## config.mk

```make
export PLATFORM = sky130hd
export DESIGN_NAME = addr_offset_top
export DESIGN_NICKNAME = d
export VERILOG_FILES = /design/src/hw/addr_offset_pkg.sv /design/src/hw/addr_offset_top.sv /design/src/hw/delay_line.sv /design/src/hw/po_memory.sv /design/src/hw/po_ram.sv /design/src/hw/thread_sequencer.sv
export VERILOG_INCLUDE_DIRS = /design/src /design/src/hw
export SDC_FILE = /design/constraint.sdc
export NUM_CORES = 1
export LEC_CHECK = 0
export BUFFER_PORTS_ARGS = -buffer_cell sky130_fd_sc_hd__buf_2
export CAP_MARGIN = 20
export CELL_PAD_IN_SITES_DETAIL_PLACEMENT = 0
export CELL_PAD_IN_SITES_GLOBAL_PLACEMENT = 1
export CORE_UTILIZATION = 58
export DETAILED_ROUTE_END_ITERATION = 8
export HOLD_SLACK_MARGIN = 0.06
export PLACE_DENSITY = 0.87
export SLEW_MARGIN = 20
export SYNTH_ARGS = -nofsm -noshare
export SYNTH_HDL_FRONTEND = slang
export SYNTH_HIERARCHICAL = 1
export SYNTH_SLANG_ARGS = --single-unit
```

## constraint.sdc

```tcl
create_clock -name clock -period 4.17 [get_ports clock]
set_clock_uncertainty 0.2 [all_clocks]
set_input_delay 0.417 -clock clock [delete_from_list [all_inputs] [get_ports clock]]
set_output_delay 0.417 -clock clock [all_outputs]
set_load 0.05 [all_outputs]
```

## src/hw/addr_offset_config.svh

```systemverilog
// Sizes and counts for the address-offset stage.
// Included by the package and by every RTL file that sizes logic from them.

`ifndef ADDR_OFFSET_CONFIG_SVH
`define ADDR_OFFSET_CONFIG_SVH

// Address width, offsets span the whole memory
`define AO_ADDR_WIDTH       10

// Increment field, sign bit included
`define AO_INCR_WIDTH       4

// PO/PI entries per thread and the index width
`define AO_PO_ADDR_WIDTH    2
`define AO_PO_ENTRY_COUNT   4

// Barrel threads, at least 3 so that write-back lands before the next read
`define AO_THREAD_COUNT     4
`define AO_THREAD_WIDTH     2

// First address of the indirect window, aligned to the entry count
`define AO_INDIRECT_BASE    10'h3F0

`endif

```

## src/hw/addr_offset_pkg.sv

```systemverilog
// Types shared by the address-offset RTL and its testbench.
// Widths come from the config header.

`include "addr_offset_config.svh"

package addr_offset_pkg;

    // Memory address
    typedef logic [`AO_ADDR_WIDTH-1:0]    addr_t;

    // Thread number
    typedef logic [`AO_THREAD_WIDTH-1:0]  thread_t;

    // Entry index within one thread's bank
    typedef logic [`AO_PO_ADDR_WIDTH-1:0] po_index_t;

    // Increment magnitude, the sign is held apart
    typedef logic [`AO_INCR_WIDTH-2:0]    pi_mag_t;

    // One PO/PI entry
    // Increment added when pi_sign is 0, subtracted when 1
    typedef struct packed {
        addr_t   offset;
        logic    pi_sign;
        pi_mag_t pi_mag;
    } po_entry_t;

    // External write request into the write thread's bank
    typedef struct packed {
        logic      wren;
        po_index_t index;
        po_entry_t entry;
    } po_write_t;

endpackage

```

## src/hw/addr_offset_top.sv

```systemverilog
// Address-offset stage of the barrel processor.
// Adds the thread's programmed offset to accesses in the indirect window,
// two cycles after issue.

`timescale 1ns/1ps

`include "addr_offset_config.svh"

module addr_offset_top (
    input  logic                       clock,
    input  logic                       rst_n,
    input  logic                       access,
    input  addr_offset_pkg::addr_t     raw_addr,
    input  logic                       abort,
    input  addr_offset_pkg::po_write_t ext_write,
    output addr_offset_pkg::thread_t   thread,
    output logic                       result_valid,
    output addr_offset_pkg::addr_t     result_addr,
    output addr_offset_pkg::thread_t   result_thread
);

    // Issue-time state carried to the result stage
    typedef struct packed {
        logic                     access;
        addr_offset_pkg::addr_t   raw_addr;
        logic                     indirect;
        addr_offset_pkg::thread_t thread;
    } issue_t;

    localparam addr_offset_pkg::addr_t window_base = `AO_INDIRECT_BASE;

    addr_offset_pkg::thread_t write_thread;
    addr_offset_pkg::addr_t   programmed_offset;
    logic                     indirect;
    logic                     increment;
    issue_t                   issue_now;
    issue_t                   issue_late;

    thread_sequencer thread_sequencer_i (
        .clock        (clock),
        .rst_n        (rst_n),
        .thread       (thread),
        .write_thread (write_thread)
    );

    // Window is aligned, so the upper bits alone decide
    assign indirect = access &&
        (raw_addr[`AO_ADDR_WIDTH-1:`AO_PO_ADDR_WIDTH] ==
         window_base[`AO_ADDR_WIDTH-1:`AO_PO_ADDR_WIDTH]);

    // Increment request lines up with the write-back cycle
    delay_line #(
        .depth (`AO_THREAD_COUNT - 1),
        .width (1)
    ) increment_dly (
        .clock (clock),
        .rst_n (rst_n),
        .in    (indirect),
        .out   (increment)
    );

    po_memory po_memory_i (
        .clock             (clock),
        .rst_n             (rst_n),
        .read_thread       (thread),
        .write_thread      (write_thread),
        .read_index        (raw_addr[`AO_PO_ADDR_WIDTH-1:0]),
        .increment         (increment),
        .abort             (abort),
        .ext_write         (ext_write),
        .programmed_offset (programmed_offset)
    );

    // Match the two-cycle offset latency
    assign issue_now = '{access: access, raw_addr: raw_addr, indirect: indirect, thread: thread};

    delay_line #(
        .depth (2),
        .width ($bits(issue_t))
    ) issue_dly (
        .clock (clock),
        .rst_n (rst_n),
        .in    (issue_now),
        .out   (issue_late)
    );

    // Sum wraps at the address width
    assign result_valid  = issue_late.access;
    assign result_thread = issue_late.thread;
    assign result_addr   = issue_late.indirect ? issue_late.raw_addr + programmed_offset
                                               : issue_late.raw_addr;

endmodule

```

## src/hw/delay_line.sv

```systemverilog
// Fixed-latency shift register for any payload width.
// A depth of zero gives a plain connection.

`timescale 1ns/1ps

module delay_line #(
    parameter int depth = 1,
    parameter int width = 1
) (
    input  logic             clock,
    input  logic             rst_n,
    input  logic [width-1:0] in,
    output logic [width-1:0] out
);

    if (depth == 0) begin : g_wire
        assign out = in;
    end else begin : g_regs
        // stage[0] is loaded first, stage[depth-1] drives the output
        logic [depth-1:0][width-1:0] stage;

        always_ff @(posedge clock or negedge rst_n) begin
            if (!rst_n) begin
                stage <= '0;
            end else begin
                stage[0] <= in;
                for (int i = 1; i < depth; i++) begin
                    stage[i] <= stage[i-1];
                end
            end
        end

        assign out = stage[depth-1];
    end

endmodule

```

## src/hw/po_memory.sv

```systemverilog
// Per-thread PO/PI memory with self post-increment.
// External writes beat the delayed increment, abort cancels only the increment.

`timescale 1ns/1ps

`include "addr_offset_config.svh"

module po_memory (
    input  logic                       clock,
    input  logic                       rst_n,
    input  addr_offset_pkg::thread_t   read_thread,
    input  addr_offset_pkg::thread_t   write_thread,
    input  addr_offset_pkg::po_index_t read_index,
    input  logic                       increment,
    input  logic                       abort,
    input  addr_offset_pkg::po_write_t ext_write,
    output addr_offset_pkg::addr_t     programmed_offset
);

    localparam int ram_addr_width = `AO_THREAD_WIDTH + `AO_PO_ADDR_WIDTH;

    logic [ram_addr_width-1:0]  ram_read_addr;
    logic [ram_addr_width-1:0]  ram_write_addr;
    addr_offset_pkg::po_entry_t ram_read_data;
    addr_offset_pkg::po_entry_t ram_write_data;
    logic                       ram_wren;
    addr_offset_pkg::po_index_t int_index;
    addr_offset_pkg::po_entry_t int_data;
    logic                       int_grant;
    addr_offset_pkg::po_index_t write_index;
    addr_offset_pkg::addr_t     post_inc;
    addr_offset_pkg::po_entry_t new_entry;

    // ------------------------------------------------------------------
    // Stage 0, read and write arbitration

    assign ram_read_addr = {read_thread, read_index};

    // Index comes back at n+3, one cycle before this thread reads again
    delay_line #(
        .depth (`AO_THREAD_COUNT - 1),
        .width ($bits(addr_offset_pkg::po_index_t))
    ) int_index_dly (
        .clock (clock),
        .rst_n (rst_n),
        .in    (read_index),
        .out   (int_index)
    );

    // Entry is formed one cycle later, so one stage shorter
    delay_line #(
        .depth (`AO_THREAD_COUNT - 2),
        .width ($bits(addr_offset_pkg::po_entry_t))
    ) int_data_dly (
        .clock (clock),
        .rst_n (rst_n),
        .in    (new_entry),
        .out   (int_data)
    );

    // Increment survives only without abort and without an external write
    assign int_grant = increment & ~abort & ~ext_write.wren;
    assign ram_wren  = ext_write.wren | int_grant;

    // Both sources write into write_thread's bank
    assign write_index    = ext_write.wren ? ext_write.index : int_index;
    assign ram_write_data = ext_write.wren ? ext_write.entry : int_data;
    assign ram_write_addr = {write_thread, write_index};

    po_ram po_ram_i (
        .clock      (clock),
        .wren       (ram_wren),
        .write_addr (ram_write_addr),
        .write_data (ram_write_data),
        .read_addr  (ram_read_addr),
        .read_data  (ram_read_data)
    );

    // ------------------------------------------------------------------
    // Stage 1, post-increment and offset output

    // Signed-magnitude increment, wraps at the address width
    always_comb begin
        if (ram_read_data.pi_sign) begin
            post_inc = ram_read_data.offset - addr_offset_pkg::addr_t'(ram_read_data.pi_mag);
        end else begin
            post_inc = ram_read_data.offset + addr_offset_pkg::addr_t'(ram_read_data.pi_mag);
        end
        new_entry        = ram_read_data;
        new_entry.offset = post_inc;
    end

    // Offset before the increment goes to the adder
    always_ff @(posedge clock) begin
        programmed_offset <= ram_read_data.offset;
    end

endmodule

```

## src/hw/po_ram.sv

```systemverilog
// Simple dual-port RAM holding every thread's PO/PI entries.
// One synchronous write port, one registered read port.

`timescale 1ns/1ps

`include "addr_offset_config.svh"

module po_ram (
    input  logic                                          clock,
    input  logic                                          wren,
    input  logic [`AO_THREAD_WIDTH+`AO_PO_ADDR_WIDTH-1:0] write_addr,
    input  addr_offset_pkg::po_entry_t                    write_data,
    input  logic [`AO_THREAD_WIDTH+`AO_PO_ADDR_WIDTH-1:0] read_addr,
    output addr_offset_pkg::po_entry_t                    read_data
);

    // One bank of entries per thread, thread number in the upper address bits
    localparam int word_count = `AO_PO_ENTRY_COUNT * `AO_THREAD_COUNT;

    addr_offset_pkg::po_entry_t mem [word_count];

    // Write port
    always_ff @(posedge clock) begin
        if (wren) begin
            mem[write_addr] <= write_data;
        end
    end

    // Read port, old data on a collision
    // which the thread spacing never produces
    always_ff @(posedge clock) begin
        read_data <= mem[read_addr];
    end

endmodule

```

## src/hw/thread_sequencer.sv

```systemverilog
// Round-robin thread counter for the barrel pipeline.
// Gives the issuing thread and the thread whose write-back is due.

`timescale 1ns/1ps

`include "addr_offset_config.svh"

module thread_sequencer (
    input  logic                     clock,
    input  logic                     rst_n,
    output addr_offset_pkg::thread_t thread,
    output addr_offset_pkg::thread_t write_thread
);

    localparam addr_offset_pkg::thread_t last_thread =
        addr_offset_pkg::thread_t'(`AO_THREAD_COUNT - 1);

    // Issuing thread, one step per cycle
    always_ff @(posedge clock or negedge rst_n) begin
        if (!rst_n) begin
            thread <= '0;
        end else if (thread == last_thread) begin
            thread <= '0;
        end else begin
            thread <= thread + 1'b1;
        end
    end

    // Write-back thread is the successor of the issuing one
    // i.e. the thread that issued THREAD_COUNT-1 cycles ago
    always_comb begin
        if (thread == last_thread) begin
            write_thread = '0;
        end else begin
            write_thread = thread + 1'b1;
        end
    end

endmodule

```

==> results by group, run 1 <==
Synth
  – Seq/Total Area, Yosys: 73.7%
  – Yosys cell types: 45
  – Synth Flop Type: edfxtp_1
  – Warning count from the yosys run: 6
  – Synthesized cell area: 12000 sq um
  – Leading area contributor after synthesis: edfxtp_1
  – Syn Inst Count: 634
  – Async SR Flop Fraction: 21.3%
  – Area contributors post-synth: edfxtp_1 56%, dfrtp_1 14%, mux4_2 10%
  – Avg Inst Size Synth: 19.0 sq um
  – #FFs+latches synth: 315
  – Mapped Nets: 688
  – Post-synth EDFFs: 224
  – Post-synth top area share: 55.8%

Hold path
  – Hold wc startpoint: raw_addr[0]
  – Hold WC Path Type: in2reg

Setup path
  – Startpoint Class: flop
  – WP data arrival: 2.91 ns
  – WP data required: 3.55 ns
  – Crit path kind: reg2out
  – Reg-to-reg slack, setup: 1.50 ns
  – R2r startpoint: po_memory_i/po_ram_i/read_data[1]
  – Crit path max fanout: 3
  – Critical Path Start: issue_dly/out[3]
  – CP Capture Type: primary output

Power
  – Pint: 5.37 mW
  – IR drop worst, VDD: 0.000419 V
  – Pwr Density: 514 nW/um^2
  – Seq pwr share: 53.7%
  – Pwr Total: 6.94 mW
  – Net Switching: 1.57 mW
  – Combinational power share: 9.4%
  – Clock share of power: 37.0%
  – Sw Ratio: 22.6%
  – Pleak: 4.89 nW

Final layout
  – Diodes inserted: 0
  – Fin nets: 747
  – Area growth, synth to finish: 12.2%
  – Most frequent cells in the layout: 224 x edfxtp_1, 67 x dfrtp_1, 56 x mux4_2
  – Fraction of layout cells with a size suffix above 1: 27.9%
  – Non-Filler Instances: 987
  – Leading cell type in the layout, fill and taps excluded: edfxtp_1

STA
  – Fin worst setup slack: 0.646 ns
  – Max Fclk: 284 MHz
  – Worst Tran Pin Value: 1.12 ns
  – RSZ-0062 raised after global routing: no
  – Final setup fails: 0
  – Final hold viol count: 0
  – Final min period: 3.52 ns
  – Fin crit share: 84.5%
  – Slew Limit Fails: 0
  – Setup total negative slack: 0 ns
  – Worst rel slew slack: 25.1%

Floorplan
  – Initial core utilization: 59.3%
  – Die Ht: 146 um
  – I/O Pins: 46
  – Num rows: 52
  – Die area: 21300 sq um
  – Chip Width: 146 um
  – Core region area: 20300 sq um

Global routing
  – Initial antenna violation count: 0
  – GRT Util Overall: 23.7%
  – First-pass GRT wire length: 37100 um
  – Remaining global-route overflow: 0
  – Largest net degree at the start of global routing: 39
  – Vias in the first global route: 6143

Clocking
  – CTS tree: done
  – H-Tree Depth: 1
  – Num Clock Sinks: 315
  – Num CTS Buffers: 30
  – Clk Latency, worst-skew pair: 0.55 ns
  – Root Buffer: clkbuf_16
  – Clk pin slew, worst setup/hold paths: 0.06 ns
  – Clk buf depth: 3

Placement
  – Final HPWL DP: 15100 um
  – Final GP Congestion: 0.836
  – I/O Buffers: 45
  – Cells after DPL: 921
  – Post-place setup slack: 1.22 ns

Route
  – DRC viols: 0
  – First-pass DRT Iterations: 5
  – Vias per cell: 6.03
  – Total vias in the final route: 5948
  – Initial drt markers: 634
  – WL/cell: 24.5 um
  – Antenna-violating nets left: 0
  – Detailed Route WL: 24200 um

Flow run
  – Max Cap Viol: 0

Run status
  – Status: complete, no violations
## per-stage QoR
step | hold WS (ns) | instance area [sq um] | utilization (%)
after global routing | 0.0978 | 13500 | 66.6
after floorplan | -0.0786 | 12000 | -
after global placement | 0.132 | 12500 | 61.4
after detailed placement | 0.135 | 12500 | 61.4
final | 0.0666 | 13500 | 66.6
after CTS | 0.0715 | 13500 | 66.6
## per-layer routing
metal | vias up | share of wire, % | wire length [um] | GRT usage, %
met5 | - | 0 | 0 | 0
met4 | 0 | 2.7 | 641 | 6.93
met3 | 49 | 6.5 | 1570 | 3.94
met2 | 222 | 50 | 12100 | 38.3
met1 | 3112 | 41 | 9840 | 34.0
li1 | 2565 | - | - | -
## cell families after synthesis
family,share of synthesized area (%)
DFF,73.7
adders and majority gates,2.51
muxes,12.9
and+or+nand+nor,3.04
xor gates and xnor gates,1.09
AOI/OAI and AO/OA,3.57
buffers and inverters,3.16
## power groups by stage
stage	clock [mW]	combinational (mW)	sequential, mW
2_1_floorplan	0	0.517	3.75
3_3_place_gp	0	0.608	3.78
3_5_place_dp	0	0.639	3.79
4_1_cts	2.61	0.651	3.72
5_1_grt	2.73	0.713	3.74
6_report	2.57	0.649	3.72
## cell type report
class,instances,area (sq um)
repair buffers,76,498
inverters,11,41.3
multi-input cells,259,2810
well taps,270,338
flip-flops and latches,315,8880
clock inverters,21,148
clock buffers,35,791
fillers,1344,6790
## synth_stat cells (all sizes together), types with 2 or more instances
library cell  instances
clkbuf                6
o21bai                2
dfxtp                24
a31o                  2
dfrtp                67
a31oi                 3
nor3                  8
a21o                  6
mux4                 56
nor2b                 5
ha                   21
a21oi                 9
inv                  11
edfxtp              224
nand2                22
a22oi                28
o21ai                 4
nor2                 25
or3                   2
nand3b                2
mux2                 24
xnor2                12
mux2i                 2
fa                    2
buf                  43
xor2                  3
nand3                 6
nand2b                4
## sequential cells by signal (all words and copies together), names as in the netlist, 4 cells and up
name / flops
po_memory_i/int_index_dly/g_regs.stage: 4
po_memory_i/po_ram_i/mem: 224
po_memory_i/int_data_dly/g_regs.stage: 14
po_memory_i/int_data_dly/out: 14
po_memory_i/programmed_offset: 10
po_memory_i/po_ram_i/read_data: 14
issue_dly/g_regs.stage: 14
issue_dly/out: 14
## timing repair
action	in CTS	in global routing
setup buffers	0	0
endpoints found under the setup margin	0	0
gates resized for setup	0	0
endpoints found under the hold margin	40	0
hold buffers	10	0
## critical path, cell delays in order, from the launching register on
cell and delay, ns:
dfrtp_1 0.38, ha_1 0.21, fa_1 0.41, a21o_1 0.20
a21oi_1 0.28, o21ai_1 0.12, a31oi_1 0.21, xnor2_1 0.14
mux2_2 0.17, buf_2 0.26
## path summary, 6_finish.rpt
| check | cells after the start | endpoint |
|---|---|---|
| max | 9 | result_addr[8] |
| min | 1 | po_memory_i/int_index_dly/g_regs.stage[0] |
| max reg2reg | 9 | po_memory_i/int_data_dly/g_regs.stage[13] |
| min reg2reg | 0 | po_memory_i/int_data_dly/out[6] |
| max in group asynchronous | 3 | po_memory_i/int_data_dly/g_regs.stage[6] |
| min in group asynchronous | 2 | thread_sequencer_i/thread[1] |
(Power assumes the default switching activity.)
==> run 2, diff against run 1 <==
--- a/config.mk
+++ b/config.mk
@@ -10,10 +10,10 @@
 export CAP_MARGIN = 20
 export CELL_PAD_IN_SITES_DETAIL_PLACEMENT = 0
 export CELL_PAD_IN_SITES_GLOBAL_PLACEMENT = 1
-export CORE_UTILIZATION = 58
+export CORE_UTILIZATION = 48
 export DETAILED_ROUTE_END_ITERATION = 8
 export HOLD_SLACK_MARGIN = 0.06
-export PLACE_DENSITY = 0.87
+export PLACE_DENSITY = 0.78
 export SLEW_MARGIN = 20
 export SYNTH_ARGS = -nofsm -noshare
 export SYNTH_HDL_FRONTEND = slang
==> constraint.sdc (replaced) <==
create_clock -name clock -period 3.1 [get_ports clock]
set_clock_uncertainty 0.2 [all_clocks]
set_input_delay 0.31 -clock clock [delete_from_list [all_inputs] [get_ports clock]]
set_output_delay 0.31 -clock clock [all_outputs]
set_load 0.05 [all_outputs]
==> run 2 against run 1 <==
The run now ends with negative setup slack left. Clock power up 47%. Die area increased by 21%. Sequential power rose by 35%. Register-to-register slack worse by 0.87 ns. Routed wire length grew 2.9%. Core utilization is 9.8 points lower. Critical path depth is the same. Critical endpoint unchanged. Largest cell class unchanged. Highest routed layer unchanged.
==> results by group, run 2 (synthesis gave the netlist of run 1 again) <==
Run status
  – Status: complete, but fails checks (was complete, no violations)
  – Failing checks: negative setup slack

STA
  – Final min period: 3.20 ns
  – Final Hold Slack: 0.111 ns (was 0.0666 ns)
  – RSZ-0062 raised after global routing: yes (was no)
  – Worst Tran Pin Value: 0.944 ns (was 1.12 ns)
  – Fin crit share: 103%
  – Final setup fails: 2 (was 0)
  – Setup total negative slack: -0.124 ns (was 0 ns)
  – Fin worst setup slack: -0.105 ns (was 0.646 ns)
  – Slew Limit Fails: 0 (unchanged)
  – Worst rel slew slack: 36.8% (was 25.1%)
  – Final hold viol count: 0 (unchanged)
  – Max Fclk: 312 MHz

Placement
  – Dpl cell area: 12600 sq um (was 12500 sq um)
  – Final GP Congestion: 0.799 (was 0.836)
  – Final HPWL DP: 15200 um (was 15100 um)
  – I/O Buffers: 45 (unchanged)
  – Cells after DPL: 985 (was 921)
  – Post-place setup slack: 0.260 ns (was 1.22 ns)

Setup path
  – CP Cell Sequence: ha_2 -> fa_2 -> a21o_1 -> a21oi_2 -> o21ai_1 -> a31oi_1 -> xnor2_1 -> mux2_2 -> buf_6 (was ha_1 -> fa_1 -> a21o_1 -> a21oi_1 -> o21ai_1 -> a31oi_1 -> xnor2_1 -> mux2_2 -> buf_2)
  – Cell count of the worst reg-to-reg path: 10 (was 9)
  – Startpoint Class: flop (unchanged)
  – Worst path slowest cell: dfrtp_1 (was fa_1)
  – Crit path max fanout: 3 (unchanged)
  – WP data required: 2.59 ns (was 3.55 ns)
  – WP data arrival: 2.69 ns (was 2.91 ns)
  – Crit path kind: reg2out (unchanged)
  – Crit-path max cell delay: 0.38 ns (was 0.41 ns)
  – CP Capture Type: primary output (unchanged)

Global routing
  – Vias in the first global route: 6143 (unchanged)
  – Largest net degree at the start of global routing: 59 (was 39)
  – Initial antenna violation count: 0 (unchanged)
  – First-pass GRT wire length: 37600 um (was 37100 um)
  – Remaining global-route overflow: 0 (unchanged)
  – GRT Util Overall: 19.8% (was 23.7%)

Final layout
  – Area growth, synth to finish: 15.3% (was 12.2%)
  – Sequential cell area: 8880 sq um (unchanged)
  – Diodes inserted: 0 (unchanged)
  – Final instance area: 13900 sq um (was 13500 sq um)
  – Non-Filler Instances: 1056 (was 987)
  – Most frequent cells in the layout: 224 x edfxtp_1, 67 x dfrtp_1, 56 x mux4_2 (unchanged)
  – Area of the multi-input gates: 2850 sq um (was 2810 sq um)
  – Fraction of layout cells with a size suffix above 1: 31.3% (was 27.9%)
  – Max reg flops: 224 (unchanged)
  – Number of fill cells: 1826 (was 1344)
  – Final core utilization: 56.8% (was 66.6%)
  – Top reg by flops: po_memory_i/po_ram_i/mem (unchanged)
  – Leading cell type in the layout, fill and taps excluded: edfxtp_1 (unchanged)
  – Fin nets: 762 (was 747)

Route
  – Initial drt markers: 481 (was 634)
  – Total vias in the final route: 5910 (was 5948)
  – Vias per cell: 5.60 (was 6.03)
  – Antenna-violating nets left: 0 (unchanged)
  – First-pass DRT Iterations: 6 (was 5)
  – WL/cell: 23.5 um (was 24.5 um)
  – DRC viols: 0 (unchanged)
  – Detailed Route WL: 24900 um (was 24200 um)

Power
  – Pwr Total: 9.72 mW (was 6.94 mW)
  – Pleak: 5.04 nW (was 4.89 nW)
  – Pwr Density: 700 nW/um^2 (was 514 nW/um^2)
  – IR drop worst, VDD: 0.000460 V (was 0.000419 V)

Clocking
  – Root Buffer: clkbuf_16 (unchanged)
  – H-Tree Depth: 1 (unchanged)
  – Num CTS Buffers: 30 (unchanged)
  – Clk Latency, worst-skew pair: 0.55 ns (about the same)
  – Clk buf depth: 3 (unchanged)
  – Clk pin slew, worst setup/hold paths: 0.06 ns (about the same)
  – CTS tree: done (unchanged)
  – Num Clock Sinks: 315 (unchanged)

Hold path
  – Hold WC Path Type: in2async (was in2reg)

Flow run
  – Max Cap Viol: 0 (unchanged)

Floorplan
  – Die Ht: 160 um (was 146 um)
  – Core region area: 24500 sq um (was 20300 sq um)
  – Initial core utilization: 49.2% (was 59.3%)
  – I/O Pins: 46 (unchanged)
  – Die area: 25700 sq um (was 21300 sq um)
  – Chip Width: 160 um (was 146 um)
  – Num rows: 57 (was 52)
==> run 2: cell types whose count changed in the layout (fill, tap and decap cells not counted), moves of 4 or more <==
cell,before,now
buf_4,21,34
clkbuf_8,0,8
clkinv_2,10,5
clkinv_1,8,0
buf_2,44,40
==> run 2: layout make-up <==
class	instances	area share (%)
inverters	11	0.297
clock inverters	11	1.00
repair buffers	91	4.73
multi-input cells	259	20.5
clock buffers	45	6.59
well taps	324	2.92
flip-flops and latches	315	63.9
==> run 2: routing by layer <==
layer	share of wire (%)	vias up	GRT usage, %
li1	-	2589	-
met3	4.4	41	2.69
met5	0	-	0
met4	1.9	0	4.94
met2	49	170	32.3
met1	45	3110	28.4
==> run 2: power breakdown <==
| group | total, mW | internal (mW) | switching [mW] |
|---|---|---|---|
| Sequential | 5.01 | 4.92 | 0.0941 |
| Combinational | 0.921 | 0.353 | 0.568 |
| Clock | 3.79 | 2.29 | 1.50 |
| Total | 9.72 | 7.56 | 2.16 |
==> run 2: path summary, 6_finish.rpt <==
check	from	endpoint	slack (ns)
min in group clock	ext_write[4]	po_memory_i/po_ram_i/mem[12][4]	0.13
setup / recovery	issue_dly/out[3]	result_addr[8]	-0.10
setup reg to reg	po_memory_i/po_ram_i/read_data[0]	po_memory_i/int_data_dly/g_regs.stage[12]	0.63
hold reg to reg	issue_dly/g_regs.stage[10]	issue_dly/out[10]	0.15
max in group asynchronous	rst_n	po_memory_i/int_data_dly/out[13]	2.20
hold / removal	rst_n	issue_dly/out[6]	0.11
==> run 2: worst max-delay path, delay by kind of cell, from the launching register on <==
kind | cells | cell delay, ns
AO/OA/AOI/OAI | 4 | 0.71
XOR/XNOR | 1 | 0.09
adder cells (fa/ha/maj) | 2 | 0.52
buffers and inverters | 1 | 0.16
flip-flops | 1 | 0.38
multiplexers | 1 | 0.28
==> run 2: timing repair <==
action,in CTS,in global routing
buffers inserted,1,3
endpoints found under the hold margin,82,0
resized for setup,10,9
pin swaps,3,4
setup endpoints to repair,5,5
hold buffers,12,0
==> run 3, diff against run 2 <==
--- a/config.mk
+++ b/config.mk
@@ -19,3 +19,4 @@
 export SYNTH_HDL_FRONTEND = slang
 export SYNTH_HIERARCHICAL = 1
 export SYNTH_SLANG_ARGS = --single-unit
+export TNS_END_PERCENT = 10
==> run 3 against run 2 <==
The run still ends with negative setup slack left. Sequential power is essentially flat. Largest cell class unchanged. Non-clock buffer count shrank 2. Total power shrank 0.12%. Largest power group unchanged. Die area is the same. Flip-flop and latch count is the same. Critical path depth is the same. Worst setup slack gained 0.0095 ns. Fmax grew 0.30%. Highest routed layer unchanged. Clock power is essentially flat. Sequential share of layout area grew 0.21 points.
==> results by group, run 3 (synthesis gave the netlist of run 1 again) <==
Route
  – Antenna-violating nets left: 0 (unchanged)
  – Total vias in the final route: 5885 (was 5910)
  – Initial drt markers: 473 (was 481)
  – WL/cell: 23.5 um (about the same)
  – Detailed Route WL: 24800 um (was 24900 um)
  – Met3 Routed Length: 1170 um (was 1090 um)
  – Metal2 WL: 12100 um (was 12200 um)
  – DRC viols: 0 (unchanged)
  – Met1 Wirelength: 11100 um (about the same)
  – First-pass DRT Iterations: 5 (was 6)
  – Vias per cell: 5.58 (was 5.60)
  – Highest metal used: met4 (unchanged)

STA
  – Worst rel slew slack: 37.7% (was 36.8%)
  – Max Fclk: 313 MHz (was 312 MHz)
  – Final setup fails: 1 (was 2)
  – Fin crit share: 103% (about the same)
  – Final min period: 3.20 ns (about the same)
  – Fin worst setup slack: -0.0953 ns (was -0.105 ns)
  – Worst Tran Pin Value: 0.931 ns (was 0.944 ns)
  – RSZ-0062 raised after global routing: yes (unchanged)
  – Slew Limit Fails: 0 (unchanged)
  – Final hold viol count: 0 (unchanged)

Clocking
  – Root Buffer: clkbuf_16 (unchanged)
  – CTS tree: done (unchanged)
  – Num CTS Buffers: 30 (unchanged)
  – Clk pin slew, worst setup/hold paths: 0.06 ns (about the same)
  – H-Tree Depth: 1 (unchanged)
  – Num Clock Sinks: 315 (unchanged)
  – Clk Latency, worst-skew pair: 0.55 ns (about the same)
  – Clk buf depth: 3 (unchanged)

Setup path
  – Crit path max fanout: 3 (unchanged)
  – Startpoint Class: flop (unchanged)
  – WP data required: 2.59 ns (about the same)
  – WP data arrival: 2.69 ns (about the same)
  – Crit-path max cell delay: 0.38 ns (about the same)
  – Crit path kind: reg2out (unchanged)
  – Reg-to-reg slack, setup: 0.63 ns (about the same)
  – CP Capture Type: primary output (unchanged)
  – Worst path slowest cell: dfrtp_1 (unchanged)
  – CP Cell Sequence: ha_2 -> fa_2 -> a21o_1 -> a21oi_2 -> o21ai_1 -> a31oi_1 -> xnor2_1 -> mux2_2 -> buf_6 (unchanged)

Final layout
  – Most frequent cells in the layout: 224 x edfxtp_1, 67 x dfrtp_1, 56 x mux4_2 (unchanged)
  – Fin nets: 760 (was 762)
  – Final instance area: 13800 sq um (was 13900 sq um)
  – Final core utilization: 56.6% (was 56.8%)
  – Top reg by flops: po_memory_i/po_ram_i/mem (unchanged)
  – Fraction of layout cells with a size suffix above 1: 30.8% (was 31.3%)
  – Leading cell type in the layout, fill and taps excluded: edfxtp_1 (unchanged)
  – Max reg flops: 224 (unchanged)
  – Area growth, synth to finish: 15.0% (was 15.3%)
  – Diodes inserted: 0 (unchanged)

Power
  – Pint: 7.55 mW (was 7.56 mW)
  – Combinational power share: 9.4% (was 9.5%)
  – Pwr Density: 701 nW/um^2 (was 700 nW/um^2)
  – Sw Ratio: 22.2% (about the same)
  – Net Switching: 2.16 mW (about the same)
  – IR drop worst, VDD: 0.000460 V (about the same)
  – Clock share of power: 39.0% (about the same)
  – Seq pwr share: 51.6% (about the same)
  – Pleak: 5.01 nW (was 5.04 nW)

Floorplan
  – Chip Width: 160 um (unchanged)
  – Num rows: 57 (unchanged)
  – Die Ht: 160 um (unchanged)
  – Initial core utilization: 49.2% (unchanged)
  – Die area: 25700 sq um (unchanged)
  – Core region area: 24500 sq um (unchanged)
  – I/O Pins: 46 (unchanged)

Global routing
  – GRT Util Overall: 19.8% (about the same)
  – First-pass GRT wire length: 37600 um (about the same)
  – Remaining global-route overflow: 0 (unchanged)
  – Vias in the first global route: 6147 (was 6143)
  – Initial antenna violation count: 0 (unchanged)
  – Largest net degree at the start of global routing: 59 (unchanged)

Placement
  – Dpl cell area: 12600 sq um (unchanged)
  – I/O Buffers: 45 (unchanged)
  – Final HPWL DP: 15200 um (unchanged)
  – Final GP Congestion: 0.799 (unchanged)

Run status
  – Failing checks: negative setup slack (unchanged)
  – Status: complete, but fails checks (unchanged)

Flow run
  – Max Cap Viol: 0 (unchanged)

Hold path
  – Hold WC Path Type: in2async (unchanged)
[run 3: cell types whose count changed in the layout (fill, tap and decap cells not counted), sizes merged]
cell	change
buf	-2
[run 3: worst paths after layout]
kind | end | cells after the start | start
max in group asynchronous | po_memory_i/int_data_dly/out[6] | 3 | rst_n
min in group clock | po_memory_i/po_ram_i/mem[7][5] | 2 | ext_write[5]
hold / removal | issue_dly/out[6] | 3 | rst_n
hold reg to reg | issue_dly/out[3] | 0 | issue_dly/g_regs.stage[3]
setup / recovery | result_addr[8] | 9 | issue_dly/out[3]
setup reg to reg | po_memory_i/int_data_dly/g_regs.stage[12] | 10 | po_memory_i/po_ram_i/read_data[0]
[run 3: repair_timing]
| item | in CTS | in global routing |
|---|---|---|
| hold buffers | 12 | 0 |
| endpoints found under the hold margin | 82 | 0 |
| pin swaps | 3 | 0 |
| setup endpoints to repair | 5 | 5 |
| gates resized for setup | 11 | 0 |
| setup buffers | 1 | 0 |
[run 3: metrics by stage]
step                std cells  setup TNS [ns]  power (mW)  setup WS, ns  hold slack (ns)
floorplan                 634               0        5.74        0.0228           -0.186
detailed placement        985               0        5.97         0.260            0.135
CTS                      1054         -0.0819        9.76       -0.0819            0.110
global placement          985               0        5.92         0.318            0.133
global route             1054          -0.512        10.0        -0.204            0.134
finish                   1054         -0.0953        9.71       -0.0953            0.113
[run 3: final cells by class]
type / count / area (sq um)
repair buffers: 89 / 631
clock inverters: 11 / 139
flip-flops and latches: 315 / 8880
inverters: 11 / 41.3
clock buffers: 45 / 916
fillers: 1832 / 10600
well taps: 324 / 405
multi-input cells: 259 / 2830
[run 3: power by group through the flow]
stage / registers [mW] / logic (mW) / clock network [mW]
after floorplan: 5.05 / 0.695 / 0
after global routing: 5.03 / 0.993 / 3.99
after global placement: 5.09 / 0.830 / 0
final: 5.01 / 0.910 / 3.79
after detailed placement: 5.10 / 0.875 / 0
after CTS: 5.02 / 0.910 / 3.83
[run 3: layer usage]
| layer | GRT usage, % | up-vias |
|---|---|---|
| met5 | 0 | - |
| met4 | 4.94 | 0 |
| met2 | 32.3 | 165 |
| li1 | - | 2584 |
| met3 | 2.69 | 40 |
| met1 | 28.4 | 3096 |
[run 3: worst max-delay path, delay by kind of cell (launching register included)]
kind / cells / cell delay (ns)
AO/OA/AOI/OAI: 4 / 0.69
adder cells (fa/ha/maj): 2 / 0.53
flip-flops: 1 / 0.38
multiplexers: 1 / 0.28
buffers and inverters: 1 / 0.16
XOR/XNOR: 1 / 0.10
